[src/include/ex_defs.svh]
`ifndef EX_DEFS_SVH
`define EX_DEFS_SVH

// datapath widths
`define EX_DATA_W   32
`define EX_REG_AW   5
`define EX_SHAMT_W  5
`define EX_SEL_W    3
`define EX_OP_W     8
// wide enough to hold a count of 0 to 32
`define EX_CNT_W    6

////////////////////
// alusel classes
////////////////////
`define EX_SEL_NOP    3'b000
`define EX_SEL_LOGIC  3'b001
`define EX_SEL_SHIFT  3'b010
`define EX_SEL_MOVE   3'b011
`define EX_SEL_ARITH  3'b100
`define EX_SEL_LINK   3'b101

////////////////////
// aluop codes, only unique within one class
////////////////////
`define EX_OP_AND     8'b00100100
`define EX_OP_OR      8'b00100101
`define EX_OP_XOR     8'b00100110
`define EX_OP_NOR     8'b00100111
`define EX_OP_ANDI    8'b00001100
`define EX_OP_ORI     8'b00001101
`define EX_OP_XORI    8'b00001110
`define EX_OP_LUI     8'b00001111

`define EX_OP_SLL     8'b00000000
`define EX_OP_SLLV    8'b00000100
`define EX_OP_SRL     8'b00000010
`define EX_OP_SRLV    8'b00000110
`define EX_OP_SRA     8'b00000011
`define EX_OP_SRAV    8'b00000111

`define EX_OP_MOVZ    8'b00001010
`define EX_OP_MOVN    8'b00001011
`define EX_OP_MFHI    8'b00010000
`define EX_OP_MTHI    8'b00010001
`define EX_OP_MFLO    8'b00010010
`define EX_OP_MTLO    8'b00010011

`define EX_OP_ADD     8'b00100000
`define EX_OP_ADDU    8'b00100001
`define EX_OP_ADDI    8'b00001000
`define EX_OP_ADDIU   8'b00001001
`define EX_OP_SUB     8'b00100010
`define EX_OP_SUBU    8'b00100011
`define EX_OP_SLT     8'b00101010
`define EX_OP_SLTU    8'b00101011
`define EX_OP_SLTI    8'b00001010
`define EX_OP_SLTIU   8'b00001011
`define EX_OP_MUL     8'b00000010
`define EX_OP_MULT    8'b00011000
`define EX_OP_MULTU   8'b00011001
`define EX_OP_CLZ     8'b11100000
`define EX_OP_CLO     8'b11100001

`endif

[src/hw/ex_pkg.sv]
`default_nettype none

`include "ex_defs.svh"

package ex_pkg;

	// one operation as handed over by decode
	// reg1 doubles as shift amount, reg2 as sign-extended immediate
	typedef struct packed {
		logic [`EX_SEL_W-1:0]   alusel;
		logic [`EX_OP_W-1:0]    aluop;
		logic [`EX_DATA_W-1:0]  reg1;
		logic [`EX_DATA_W-1:0]  reg2;
		logic                   we;
		logic [`EX_REG_AW-1:0]  waddr;
		logic [`EX_DATA_W-1:0]  link_addr;
	} ex_op_t;

	// register file write-back
	typedef struct packed {
		logic                   we;
		logic [`EX_REG_AW-1:0]  waddr;
		logic [`EX_DATA_W-1:0]  wdata;
	} ex_wb_t;

	// pending write to hi/lo
	typedef struct packed {
		logic                   whilo;
		logic [`EX_DATA_W-1:0]  hi;
		logic [`EX_DATA_W-1:0]  lo;
	} ex_hilo_req_t;

	// current hi/lo value
	typedef struct packed {
		logic [`EX_DATA_W-1:0]  hi;
		logic [`EX_DATA_W-1:0]  lo;
	} ex_hilo_t;

endpackage

`default_nettype wire

[src/hw/ex_arith_unit.sv]
`timescale 1ns/100ps
`default_nettype none

`include "ex_defs.svh"

module ex_arith_unit (
	input  wire ex_pkg::ex_op_t         op_i,
	output logic [`EX_DATA_W-1:0]       result_o,
	output logic [2*`EX_DATA_W-1:0]     product_o,
	output logic                        overflow_o
);

	logic                       is_arith;
	logic [`EX_DATA_W-1:0]      sum;
	logic [`EX_DATA_W:0]        diff_ext;
	logic [`EX_DATA_W-1:0]      diff;
	logic                       add_ovf;
	logic                       sub_ovf;
	logic                       lt_signed;
	logic                       lt_unsigned;
	logic                       mul_signed;
	logic [2*`EX_DATA_W-1:0]    mul_a;
	logic [2*`EX_DATA_W-1:0]    mul_b;
	logic [`EX_CNT_W-1:0]       lead_cnt;

	// zeros from the msb down to the first one
	function automatic logic [`EX_CNT_W-1:0] count_lead_zeros(input logic [`EX_DATA_W-1:0] v);
		logic [`EX_CNT_W-1:0] n;
		logic                 found;
		n = '0;
		found = 1'b0;
		for (int i = `EX_DATA_W - 1; i >= 0; i--) begin
			if (v[i])
				found = 1'b1;
			else if (!found)
				n = n + 1'b1;
		end
		return n;
	endfunction

	assign is_arith = (op_i.alusel == `EX_SEL_ARITH);

	////////////////////
	// add / subtract
	////////////////////
	assign sum      = op_i.reg1 + op_i.reg2;
	// extra bit gives the unsigned borrow
	assign diff_ext = {1'b0, op_i.reg1} - {1'b0, op_i.reg2};
	assign diff     = diff_ext[`EX_DATA_W-1:0];

	// same-sign operands, result sign flipped
	assign add_ovf = (op_i.reg1[`EX_DATA_W-1] == op_i.reg2[`EX_DATA_W-1]) &&
		(sum[`EX_DATA_W-1] != op_i.reg1[`EX_DATA_W-1]);
	assign sub_ovf = (op_i.reg1[`EX_DATA_W-1] != op_i.reg2[`EX_DATA_W-1]) &&
		(diff[`EX_DATA_W-1] != op_i.reg1[`EX_DATA_W-1]);

	assign overflow_o = is_arith && (
		((op_i.aluop == `EX_OP_ADD || op_i.aluop == `EX_OP_ADDI) && add_ovf) ||
		((op_i.aluop == `EX_OP_SUB) && sub_ovf));

	// compare reuses the subtractor
	assign lt_signed   = diff[`EX_DATA_W-1] ^ sub_ovf;
	assign lt_unsigned = diff_ext[`EX_DATA_W];

	////////////////////
	// multiply
	////////////////////
	assign mul_signed = (op_i.aluop != `EX_OP_MULTU);
	assign mul_a = {{`EX_DATA_W{mul_signed & op_i.reg1[`EX_DATA_W-1]}}, op_i.reg1};
	assign mul_b = {{`EX_DATA_W{mul_signed & op_i.reg2[`EX_DATA_W-1]}}, op_i.reg2};
	// low 64 bits are right for both signed and unsigned
	assign product_o = mul_a * mul_b;

	// clo counts the zeros of the inverted word
	always_comb begin
		if (op_i.aluop == `EX_OP_CLO)
			lead_cnt = count_lead_zeros(~op_i.reg1);
		else
			lead_cnt = count_lead_zeros(op_i.reg1);
		count_range_a: assert (lead_cnt <= `EX_CNT_W'(`EX_DATA_W))
			else $error("leading count %0d above word width", lead_cnt);
	end

	////////////////////
	// result select
	////////////////////
	always_comb begin
		result_o = '0;
		if (is_arith) begin
			case (op_i.aluop)
				`EX_OP_ADD, `EX_OP_ADDU, `EX_OP_ADDI, `EX_OP_ADDIU:
					result_o = sum;
				`EX_OP_SUB, `EX_OP_SUBU:
					result_o = diff;
				`EX_OP_SLT, `EX_OP_SLTI:
					result_o = {{(`EX_DATA_W-1){1'b0}}, lt_signed};
				`EX_OP_SLTU, `EX_OP_SLTIU:
					result_o = {{(`EX_DATA_W-1){1'b0}}, lt_unsigned};
				`EX_OP_CLZ, `EX_OP_CLO:
					result_o = {{(`EX_DATA_W-`EX_CNT_W){1'b0}}, lead_cnt};
				`EX_OP_MUL:
					result_o = product_o[`EX_DATA_W-1:0];
				default:
					result_o = '0;
			endcase
		end
	end

endmodule

`default_nettype wire

[src/hw/ex_alu.sv]
`timescale 1ns/100ps
`default_nettype none

`include "ex_defs.svh"

module ex_alu (
	input  wire                         clk,
	input  wire                         reset_n,
	input  wire ex_pkg::ex_op_t         op_i,
	input  wire ex_pkg::ex_hilo_t       hilo_fwd_i,
	output ex_pkg::ex_wb_t              wb_o,
	output ex_pkg::ex_hilo_req_t        hilo_req_o
);

	import ex_pkg::*;

	logic [`EX_SHAMT_W-1:0]     shamt;
	logic [`EX_DATA_W-1:0]      logic_res;
	logic [`EX_DATA_W-1:0]      shift_res;
	logic [`EX_DATA_W-1:0]      move_res;
	logic [`EX_DATA_W-1:0]      arith_res;
	logic [2*`EX_DATA_W-1:0]    product;
	logic                       overflow;
	logic                       is_mult;
	logic                       no_write;
	ex_wb_t                     wb_d;
	ex_hilo_req_t               hilo_d;

	ex_arith_unit u_arith (
		.op_i       (op_i),
		.result_o   (arith_res),
		.product_o  (product),
		.overflow_o (overflow)
	);

	assign shamt   = op_i.reg1[`EX_SHAMT_W-1:0];
	assign is_mult = (op_i.alusel == `EX_SEL_ARITH) &&
		(op_i.aluop == `EX_OP_MULT || op_i.aluop == `EX_OP_MULTU);

	////////////////////
	// logic, shift, move
	////////////////////
	always_comb begin
		case (op_i.aluop)
			`EX_OP_AND, `EX_OP_ANDI: logic_res = op_i.reg1 & op_i.reg2;
			`EX_OP_OR, `EX_OP_ORI:   logic_res = op_i.reg1 | op_i.reg2;
			`EX_OP_XOR, `EX_OP_XORI: logic_res = op_i.reg1 ^ op_i.reg2;
			`EX_OP_NOR:              logic_res = ~(op_i.reg1 | op_i.reg2);
			// immediate goes to the upper half
			`EX_OP_LUI:
				logic_res = {op_i.reg2[`EX_DATA_W/2-1:0], {(`EX_DATA_W/2){1'b0}}};
			default:                 logic_res = '0;
		endcase
	end

	always_comb begin
		case (op_i.aluop)
			`EX_OP_SLL, `EX_OP_SLLV: shift_res = op_i.reg2 << shamt;
			`EX_OP_SRL, `EX_OP_SRLV: shift_res = op_i.reg2 >> shamt;
			`EX_OP_SRA, `EX_OP_SRAV: shift_res = $unsigned($signed(op_i.reg2) >>> shamt);
			default:                 shift_res = '0;
		endcase
	end

	// hi/lo reads take the forwarded value
	always_comb begin
		case (op_i.aluop)
			`EX_OP_MOVZ, `EX_OP_MOVN: move_res = op_i.reg1;
			`EX_OP_MFHI:              move_res = hilo_fwd_i.hi;
			`EX_OP_MFLO:              move_res = hilo_fwd_i.lo;
			default:                  move_res = '0;
		endcase
	end

	////////////////////
	// write-back select
	////////////////////
	always_comb begin
		no_write = 1'b0;
		if (op_i.alusel == `EX_SEL_MOVE) begin
			case (op_i.aluop)
				`EX_OP_MOVZ:              no_write = (op_i.reg2 != '0);
				`EX_OP_MOVN:              no_write = (op_i.reg2 == '0);
				`EX_OP_MTHI, `EX_OP_MTLO: no_write = 1'b1;
				default:                  no_write = 1'b0;
			endcase
		end else if (op_i.alusel == `EX_SEL_ARITH) begin
			no_write = overflow || is_mult;
		end
	end

	always_comb begin
		wb_d.we    = op_i.we && !no_write;
		wb_d.waddr = op_i.waddr;
		case (op_i.alusel)
			`EX_SEL_LOGIC: wb_d.wdata = logic_res;
			`EX_SEL_SHIFT: wb_d.wdata = shift_res;
			`EX_SEL_MOVE:  wb_d.wdata = move_res;
			`EX_SEL_ARITH: wb_d.wdata = arith_res;
			`EX_SEL_LINK:  wb_d.wdata = op_i.link_addr;
			default:       wb_d.wdata = '0;
		endcase
	end

	// mthi/mtlo keep the other half as currently seen
	always_comb begin
		hilo_d = '0;
		if (op_i.alusel == `EX_SEL_MOVE && op_i.aluop == `EX_OP_MTHI) begin
			hilo_d.whilo = 1'b1;
			hilo_d.hi    = op_i.reg1;
			hilo_d.lo    = hilo_fwd_i.lo;
		end else if (op_i.alusel == `EX_SEL_MOVE && op_i.aluop == `EX_OP_MTLO) begin
			hilo_d.whilo = 1'b1;
			hilo_d.hi    = hilo_fwd_i.hi;
			hilo_d.lo    = op_i.reg1;
		end else if (is_mult) begin
			hilo_d.whilo = 1'b1;
			hilo_d.hi    = product[2*`EX_DATA_W-1:`EX_DATA_W];
			hilo_d.lo    = product[`EX_DATA_W-1:0];
		end
	end

	// stage output register
	always_ff @(posedge clk) begin
		if (!reset_n) begin
			wb_o       <= '0;
			hilo_req_o <= '0;
		end else begin
			wb_o       <= wb_d;
			hilo_req_o <= hilo_d;
		end
	end

	// a hi/lo write only comes from moves or multiplies
	whilo_src_a: assert property (@(posedge clk) disable iff (!reset_n)
		$rose(hilo_req_o.whilo) |->
			($past(op_i.alusel) == `EX_SEL_MOVE || $past(op_i.alusel) == `EX_SEL_ARITH))
		else $error("hilo write without a move or arith op");

endmodule

`default_nettype wire

[src/hw/ex_hilo_unit.sv]
`timescale 1ns/100ps
`default_nettype none

`include "ex_defs.svh"

module ex_hilo_unit (
	input  wire                         clk,
	input  wire                         reset_n,
	input  wire ex_pkg::ex_hilo_req_t   hilo_req_i,
	output ex_pkg::ex_hilo_t            hilo_fwd_o
);

	import ex_pkg::*;

	ex_hilo_t hilo_q;

	////////////////////
	// architectural hi/lo
	////////////////////
	always_ff @(posedge clk) begin
		if (!reset_n) begin
			hilo_q <= '0;
		end else if (hilo_req_i.whilo) begin
			hilo_q.hi <= hilo_req_i.hi;
			hilo_q.lo <= hilo_req_i.lo;
		end
	end

	////////////////////
	// forwarding
	////////////////////
	// a request still sitting in the stage register wins
	always_comb begin
		if (hilo_req_i.whilo) begin
			hilo_fwd_o.hi = hilo_req_i.hi;
			hilo_fwd_o.lo = hilo_req_i.lo;
		end else begin
			hilo_fwd_o = hilo_q;
		end
	end

	// hi/lo holds when no write is requested
	hilo_hold_a: assert property (@(posedge clk) disable iff (!reset_n)
		!hilo_req_i.whilo |=> $stable(hilo_q))
		else $error("hi/lo changed without a write request");

endmodule

`default_nettype wire

[src/hw/ex_top.sv]
`timescale 1ns/100ps
`default_nettype none

module ex_top (
	input  wire                         clk,
	input  wire                         reset_n,
	input  wire ex_pkg::ex_op_t         op_i,
	output wire ex_pkg::ex_wb_t         wb_o,
	output wire ex_pkg::ex_hilo_req_t   hilo_o
);

	import ex_pkg::*;

	// hi/lo as seen by the alu, forwarding already applied
	ex_hilo_t hilo_fwd;

	////////////////////
	// execute datapath
	////////////////////
	ex_alu u_alu (
		.clk        (clk),
		.reset_n    (reset_n),
		.op_i       (op_i),
		.hilo_fwd_i (hilo_fwd),
		.wb_o       (wb_o),
		.hilo_req_o (hilo_o)
	);

	////////////////////
	// hi/lo storage
	////////////////////
	// fed from the registered request, so the write lands one edge later
	ex_hilo_unit u_hilo (
		.clk        (clk),
		.reset_n    (reset_n),
		.hilo_req_i (hilo_o),
		.hilo_fwd_o (hilo_fwd)
	);

endmodule

`default_nettype wire

[config.mk]
export PLATFORM = sky130hd
export DESIGN_NAME = ex_top
export DESIGN_NICKNAME = d
export VERILOG_FILES = /design/src/hw/ex_pkg.sv /design/src/hw/ex_arith_unit.sv /design/src/hw/ex_alu.sv /design/src/hw/ex_hilo_unit.sv /design/src/hw/ex_top.sv
export VERILOG_INCLUDE_DIRS = /design/src /design/src/include
export SDC_FILE = /design/constraint.sdc
export NUM_CORES = 2
export LEC_CHECK = 0
export BUFFER_PORTS_ARGS = -buffer_cell sky130_fd_sc_hd__buf_2
export CAP_MARGIN = 10
export CELL_PAD_IN_SITES_DETAIL_PLACEMENT = 2
export CELL_PAD_IN_SITES_GLOBAL_PLACEMENT = 2
export CORE_MARGIN = 10
export CORE_UTILIZATION = 43
export DETAILED_ROUTE_END_ITERATION = 6
export GPL_ROUTABILITY_DRIVEN = 0
export PLACE_DENSITY = 0.95
export SLEW_MARGIN = 25
export SYNTH_ARGS = -nofsm -noshare
export SYNTH_HDL_FRONTEND = slang
export SYNTH_SLANG_ARGS = --single-unit
[constraint.sdc]
create_clock -name clk -period 37 [get_ports clk]
set_input_delay 5.55 -clock clk [delete_from_list [all_inputs] [get_ports clk]]
set_output_delay 5.55 -clock clk [all_outputs]
set_load 0.01 [all_outputs]
==> results.py, run 1 <==
metrics = {
    "placed_design": {
        "place_area_um2": 61500,
        "dp_hpwl_um": 323000,
        "preCtsSetupSlack_ns": 12.41,
        "port-buffer-count": 217,
    },
    "yosys": {
        "cell_area_after_technology_mapping_um2": 58700,
        "dominant_combinational_cell_family_by_area_after_synthesis": "adder cells",
        "synth_commonest_cells": "1,174 x inv_1, 1,139 x nand2_1, 1,128 x fa_1, 659 x nor2_1, 366 x ha_1",
        "synthXorXnorAreaFrac_pct": 3.66,
        "main_area_contributors_after_synthesis": "fa_1 38%, ha_1 7.8%, inv_1 7.5%",
        "ys_seq_elements": 167,
        "yosys.area.top_type": "fa_1",
        "post_synth_fa_ha_maj_area_fraction_pct": 46.3,
        "synth-edff-count": 0,
        "basic_gate_share_of_the_synthesized_area_counting_and_or_nand_and_nor_cells_pct": 17.3,
        "synth_top_area_share_pct": 38.5,
        "postSynth.asyncResetShare_pct": 0,
        "multiplexer_fraction_of_the_synthesized_cell_area_pct": 3.38,
        "synth.yosys.warnings": 0,
        "synthesis.instances": 7273,
        "syn_avg_cell_area_um2": 8.07,
        "synth_nets": 8882,
        "synth.most_common_cell": "inv_1",
        "seq_area_frac_synth_pct": 5.70,
        "post_synth_num_cell_types": 103,
        "synth-compound-area-share_pct": 13.2,
        "ys.flop_type": "dfxtp_1",
    },
    "cts": {
        "cts_resized": 0,
        "cts_max_path_buffers": 2,
        "cts_inserted_buffers": 17,
        "post_cts_hold_buffer_count": 0,
        "cts_root_buffer": "clkbuf_16",
        "htree_num_levels": 4,
        "clock_sinks": 167,
        "post-cts-setup-buffer-count": 0,
    },
    "die": {
        "placementRows": 135,
        "start_util_pct": 43.3,
        "width_of_the_die_um": 389,
        "boundaryPins": 218,
        "die_height_um": 389,
    },
    "grt": {
        "grt_overflow_total": 1036,
        "number_of_global_route_vias_before_repair": 88700,
        "grt_pass1_wl_um": 813000,
        "global_route.usage.total_pct": 75.9,
        "grt_start_max_net_pins": 91,
    },
    "run_status": {
        "haltStage": "global routing",
        "stop_err": "[ERROR GRT-0116] Global routing finished with congestion. Check the congestion regions in the DRC Viewer.",
        "outcome": "stopped before the end",
    },
}
## stage by stage
| step | std cells | hold WS, ns |
|---|---|---|
| 4_1_cts | 8997 | 0.585 |
| 3_5_place_dp | 8965 | 0.547 |
| 3_3_place_gp | 8965 | 0.520 |
| 2_1_floorplan | 7273 | 0.498 |
## layer usage
layer	overflow	GRT usage [%]
met1	37	73.7
met2	593	87.4
met3	39	67.8
met4	358	75.7
met5	9	49.2
## cells by family after synthesis
kind of cell | count (synthesis)
mux | 189
fa+ha+maj | 1494
compound gates | 1226
flops | 167
xor+xnor | 217
simple gates | 2343
buf+inv | 1637
==> run 2, diff against run 1 <==
CELL_PAD_IN_SITES_DETAIL_PLACEMENT = default   (was 2)
CELL_PAD_IN_SITES_GLOBAL_PLACEMENT = default   (was 2)
CORE_UTILIZATION = 40   (was 43)
PLACE_DENSITY = default   (was 0.95)
PLACE_DENSITY_LB_ADDON = 0.15   (was default)
==> results.py, run 2 <==
metrics = {
    "critical_path": {
        "worstPathRequired_ns": 37.42,
        "worstReg2RegStart": "u_alu.hilo_req_o[64]",
        "cpMaxStageDelayCell": "buf_4",
        "timing.critical_path.to_type": "flip-flop",
        "crit_reg_reg_endpoint": "u_alu.wb_o[30]",
        "worst-endpoint-arrival_ns": 22.54,
        "startpoint": "op_i[101]",
        "worst-setup-path-type": "primary input to flip-flop",
        "largest_driver_fanout_on_the_critical_path": 53,
        "critical_path.most_common_cell": "ha_1",
        "critPathMaxStageDelay_ns": 0.55,
        "worstSetupStartpointType": "primary input",
        "ff2ff_setup_slack_ns": 32.93,
        "number_of_cells_traversed_by_the_worst_register_to_register_path": 8,
    },
    "sta": {
        "rsz_0062_raised_after_global_routing": "false",
        "setup_violations": 0,
        "setup_ws_ns": 14.88,
        "post-route-min-period_ns": 22.12,
        "max_clock_freq_ghz": 0.0452,
        "layout_worst_path_cycle_share_pct": 59.8,
        "slew_violations": 0,
        "timing.slew.headroom_pct": 19.6,
        "skew_ns": 0.0250,
        "report.final.hold_viol_count": 0,
        "worst-slew-pin-transition_ns": 1.20,
        "fin_setup_tns_ns": 0,
    },
    "yosys": {
        "post_synth_num_cell_types": 103,
        "seq_area_frac_synth_pct": 5.70,
        "ys_seq_elements": 167,
        "synth_nets": 8882,
        "synth-edff-count": 0,
        "synthesis.instances": 7273,
        "yosys.area.top_type": "fa_1",
        "main_area_contributors_after_synthesis": "fa_1 38%, ha_1 7.8%, inv_1 7.5%",
        "synth.yosys.warnings": 0,
        "postSynth.asyncResetShare_pct": 0,
        "syn_avg_cell_area_um2": 8.07,
        "ys.flop_type": "dfxtp_1",
        "synth_top_area_share_pct": 38.5,
        "synth.most_common_cell": "inv_1",
        "synth_commonest_cells": "1,174 x inv_1, 1,139 x nand2_1, 1,128 x fa_1, 659 x nor2_1, 366 x ha_1",
        "cell_area_after_technology_mapping_um2": 58700,
    },
    "cts": {
        "clock_sinks": 167,
        "cts_inserted_buffers": 17,
        "cts_max_path_buffers": 2,
        "cts_resized": 0,
        "clock_insertion_delay_worst_skew_ns": 0.48,
        "cts_root_buffer": "clkbuf_16",
        "post-cts-setup-buffer-count": 0,
        "post_cts_hold_buffer_count": 0,
        "htree_num_levels": 4,
        "tritoncts": "built",
        "clock_transition_at_the_registers_of_the_reported_paths_ns": 0.09,
    },
    "route": {
        "post_drt_wl_per_cell_um": 28.7,
        "detail_route.vias_per_cell": 5.97,
        "drtIter0Drc": 6826,
        "remaining_routing_drc_violations": 1,
        "drtPass1Iterations": 7,
        "vias_after_detailed_routing": 54600,
        "postRouteAntennaNets": 0,
        "totalWireLength_um": 263000,
    },
    "die": {
        "start_util_pct": 40.3,
        "die_height_um": 403,
        "die_area_um2": 162000,
        "boundaryPins": 218,
        "width_of_the_die_um": 403,
        "core-area_um2": 146000,
        "placementRows": 140,
    },
    "run_status": {
        "outcome": "finished with violations",
        "violations": "design-rule violations",
    },
    "min_path": {
        "hold_path_cells": 2,
        "worst_hold_path.endpoint": "u_hilo.hilo_q[61]",
        "min-delay-start": "u_hilo.hilo_q[61]",
        "hp-class": "flip-flop to flip-flop",
    },
    "finish": {
        "drive_above_1_share_pct": 7.23,
        "layout.filler_cells": 14900,
        "flow.area_growth_from_synthesis_pct": 6.05,
        "postLayoutCoreUtil_pct": 42.7,
        "layout_commonest_cell": "inv_1",
        "final_nets": 8814,
        "largestRegisters": "u_alu.hilo_req_o: 65 flops, u_hilo.hilo_q: 64 flops, u_alu.wb_o: 38 flops",
        "layout_common_cells": "1,173 x inv_1, 1,139 x nand2_1, 1,128 x fa_1",
        "largest_reg_flops": 65,
        "top_reg_by_flops": "u_alu.hilo_req_o",
    },
    "placed_design": {
        "preCtsSetupSlack_ns": 14.82,
        "dp_hpwl_um": 204000,
        "port-buffer-count": 217,
    },
    "grt": {
        "grt_start_max_net_pins": 93,
        "global_route.usage.total_pct": 31.9,
        "antenna_violations_before_repair": 24,
        "grt_pass1_wl_um": 385000,
        "number_of_global_route_vias_before_repair": 55400,
        "grt_overflow_total": 0,
    },
    "run": {
        "maxCapViolCount": 0,
    },
}
## run 2: layout make-up
class                      instances  area, um2  share of cell area, %
antenna                           10       25.0                 0.0402
clock buffer                      18        429                  0.690
clock inverter                    14        118                  0.189
inverter                        1184       4450                   7.14
multi-input combinational       5469      49300                   79.1
sequential                       167       3350                   5.38
tap                             1917       2400                   3.85
timing repair buffer             366       2210                   3.56
## run 2: kinds of logic after synthesis
group | after synthesis | share of synthesized area, %
buffers and inverters | 1637 | 10.5
xor gates and xnor gates | 217 | 3.66
AOI/OAI and AO/OA | 1226 | 13.2
DFF | 167 | 5.70
and+or+nand+nor | 2343 | 17.3
muxes | 189 | 3.38
adders and majority gates | 1494 | 46.3
## run 2: worst max-delay path: cells and delay by family
| family | cells | cell delay (ns) |
|---|---|---|
| fa+ha+maj | 16 | 4.94 |
| simple gates | 17 | 1.96 |
| buf+inv | 4 | 0.89 |
| xor+xnor | 5 | 1.11 |
| compound gates | 27 | 6.29 |
| mux | 10 | 1.74 |
## run 2: routing by layer
| layer | vias to the layer above | track usage, % | part of all wire [%] |
|---|---|---|---|
| met4 | 12 | 19.8 | 7.7 |
| met2 | 3370 | 48.2 | 43 |
| met1 | 27400 | 40.5 | 38 |
| met5 | - | 0 | 0.031 |
| li1 | 23000 | - | - |
| met3 | 791 | 8.50 | 12 |
## run 2: worst max-delay path by stage
stage	end	slack, ns	depth (start not counted)
after floorplan	u_alu.wb_o[5]	17.25	90
after global routing	u_alu.wb_o[5]	13.59	91
after detailed placement	u_alu.wb_o[5]	14.82	91
final	u_alu.wb_o[4]	14.88	79
after CTS	u_alu.wb_o[5]	15.31	91
after global placement	u_alu.wb_o[5]	15.33	91
## run 2: through the flow
stage          instances  hold slack [ns]  instance area (um2)
2_1_floorplan       7273            0.498                58700
3_3_place_gp        9103            0.519                61600
3_5_place_dp        9103            0.524                61600
4_1_cts             9135            0.540                62200
5_1_grt             9135            0.581                62200
6_report            9145            0.542                62200
Power of run 2 is left out: the tool's default activity adds up to more than one toggle a clock period on the data nets, which glitch-free logic cannot reach.
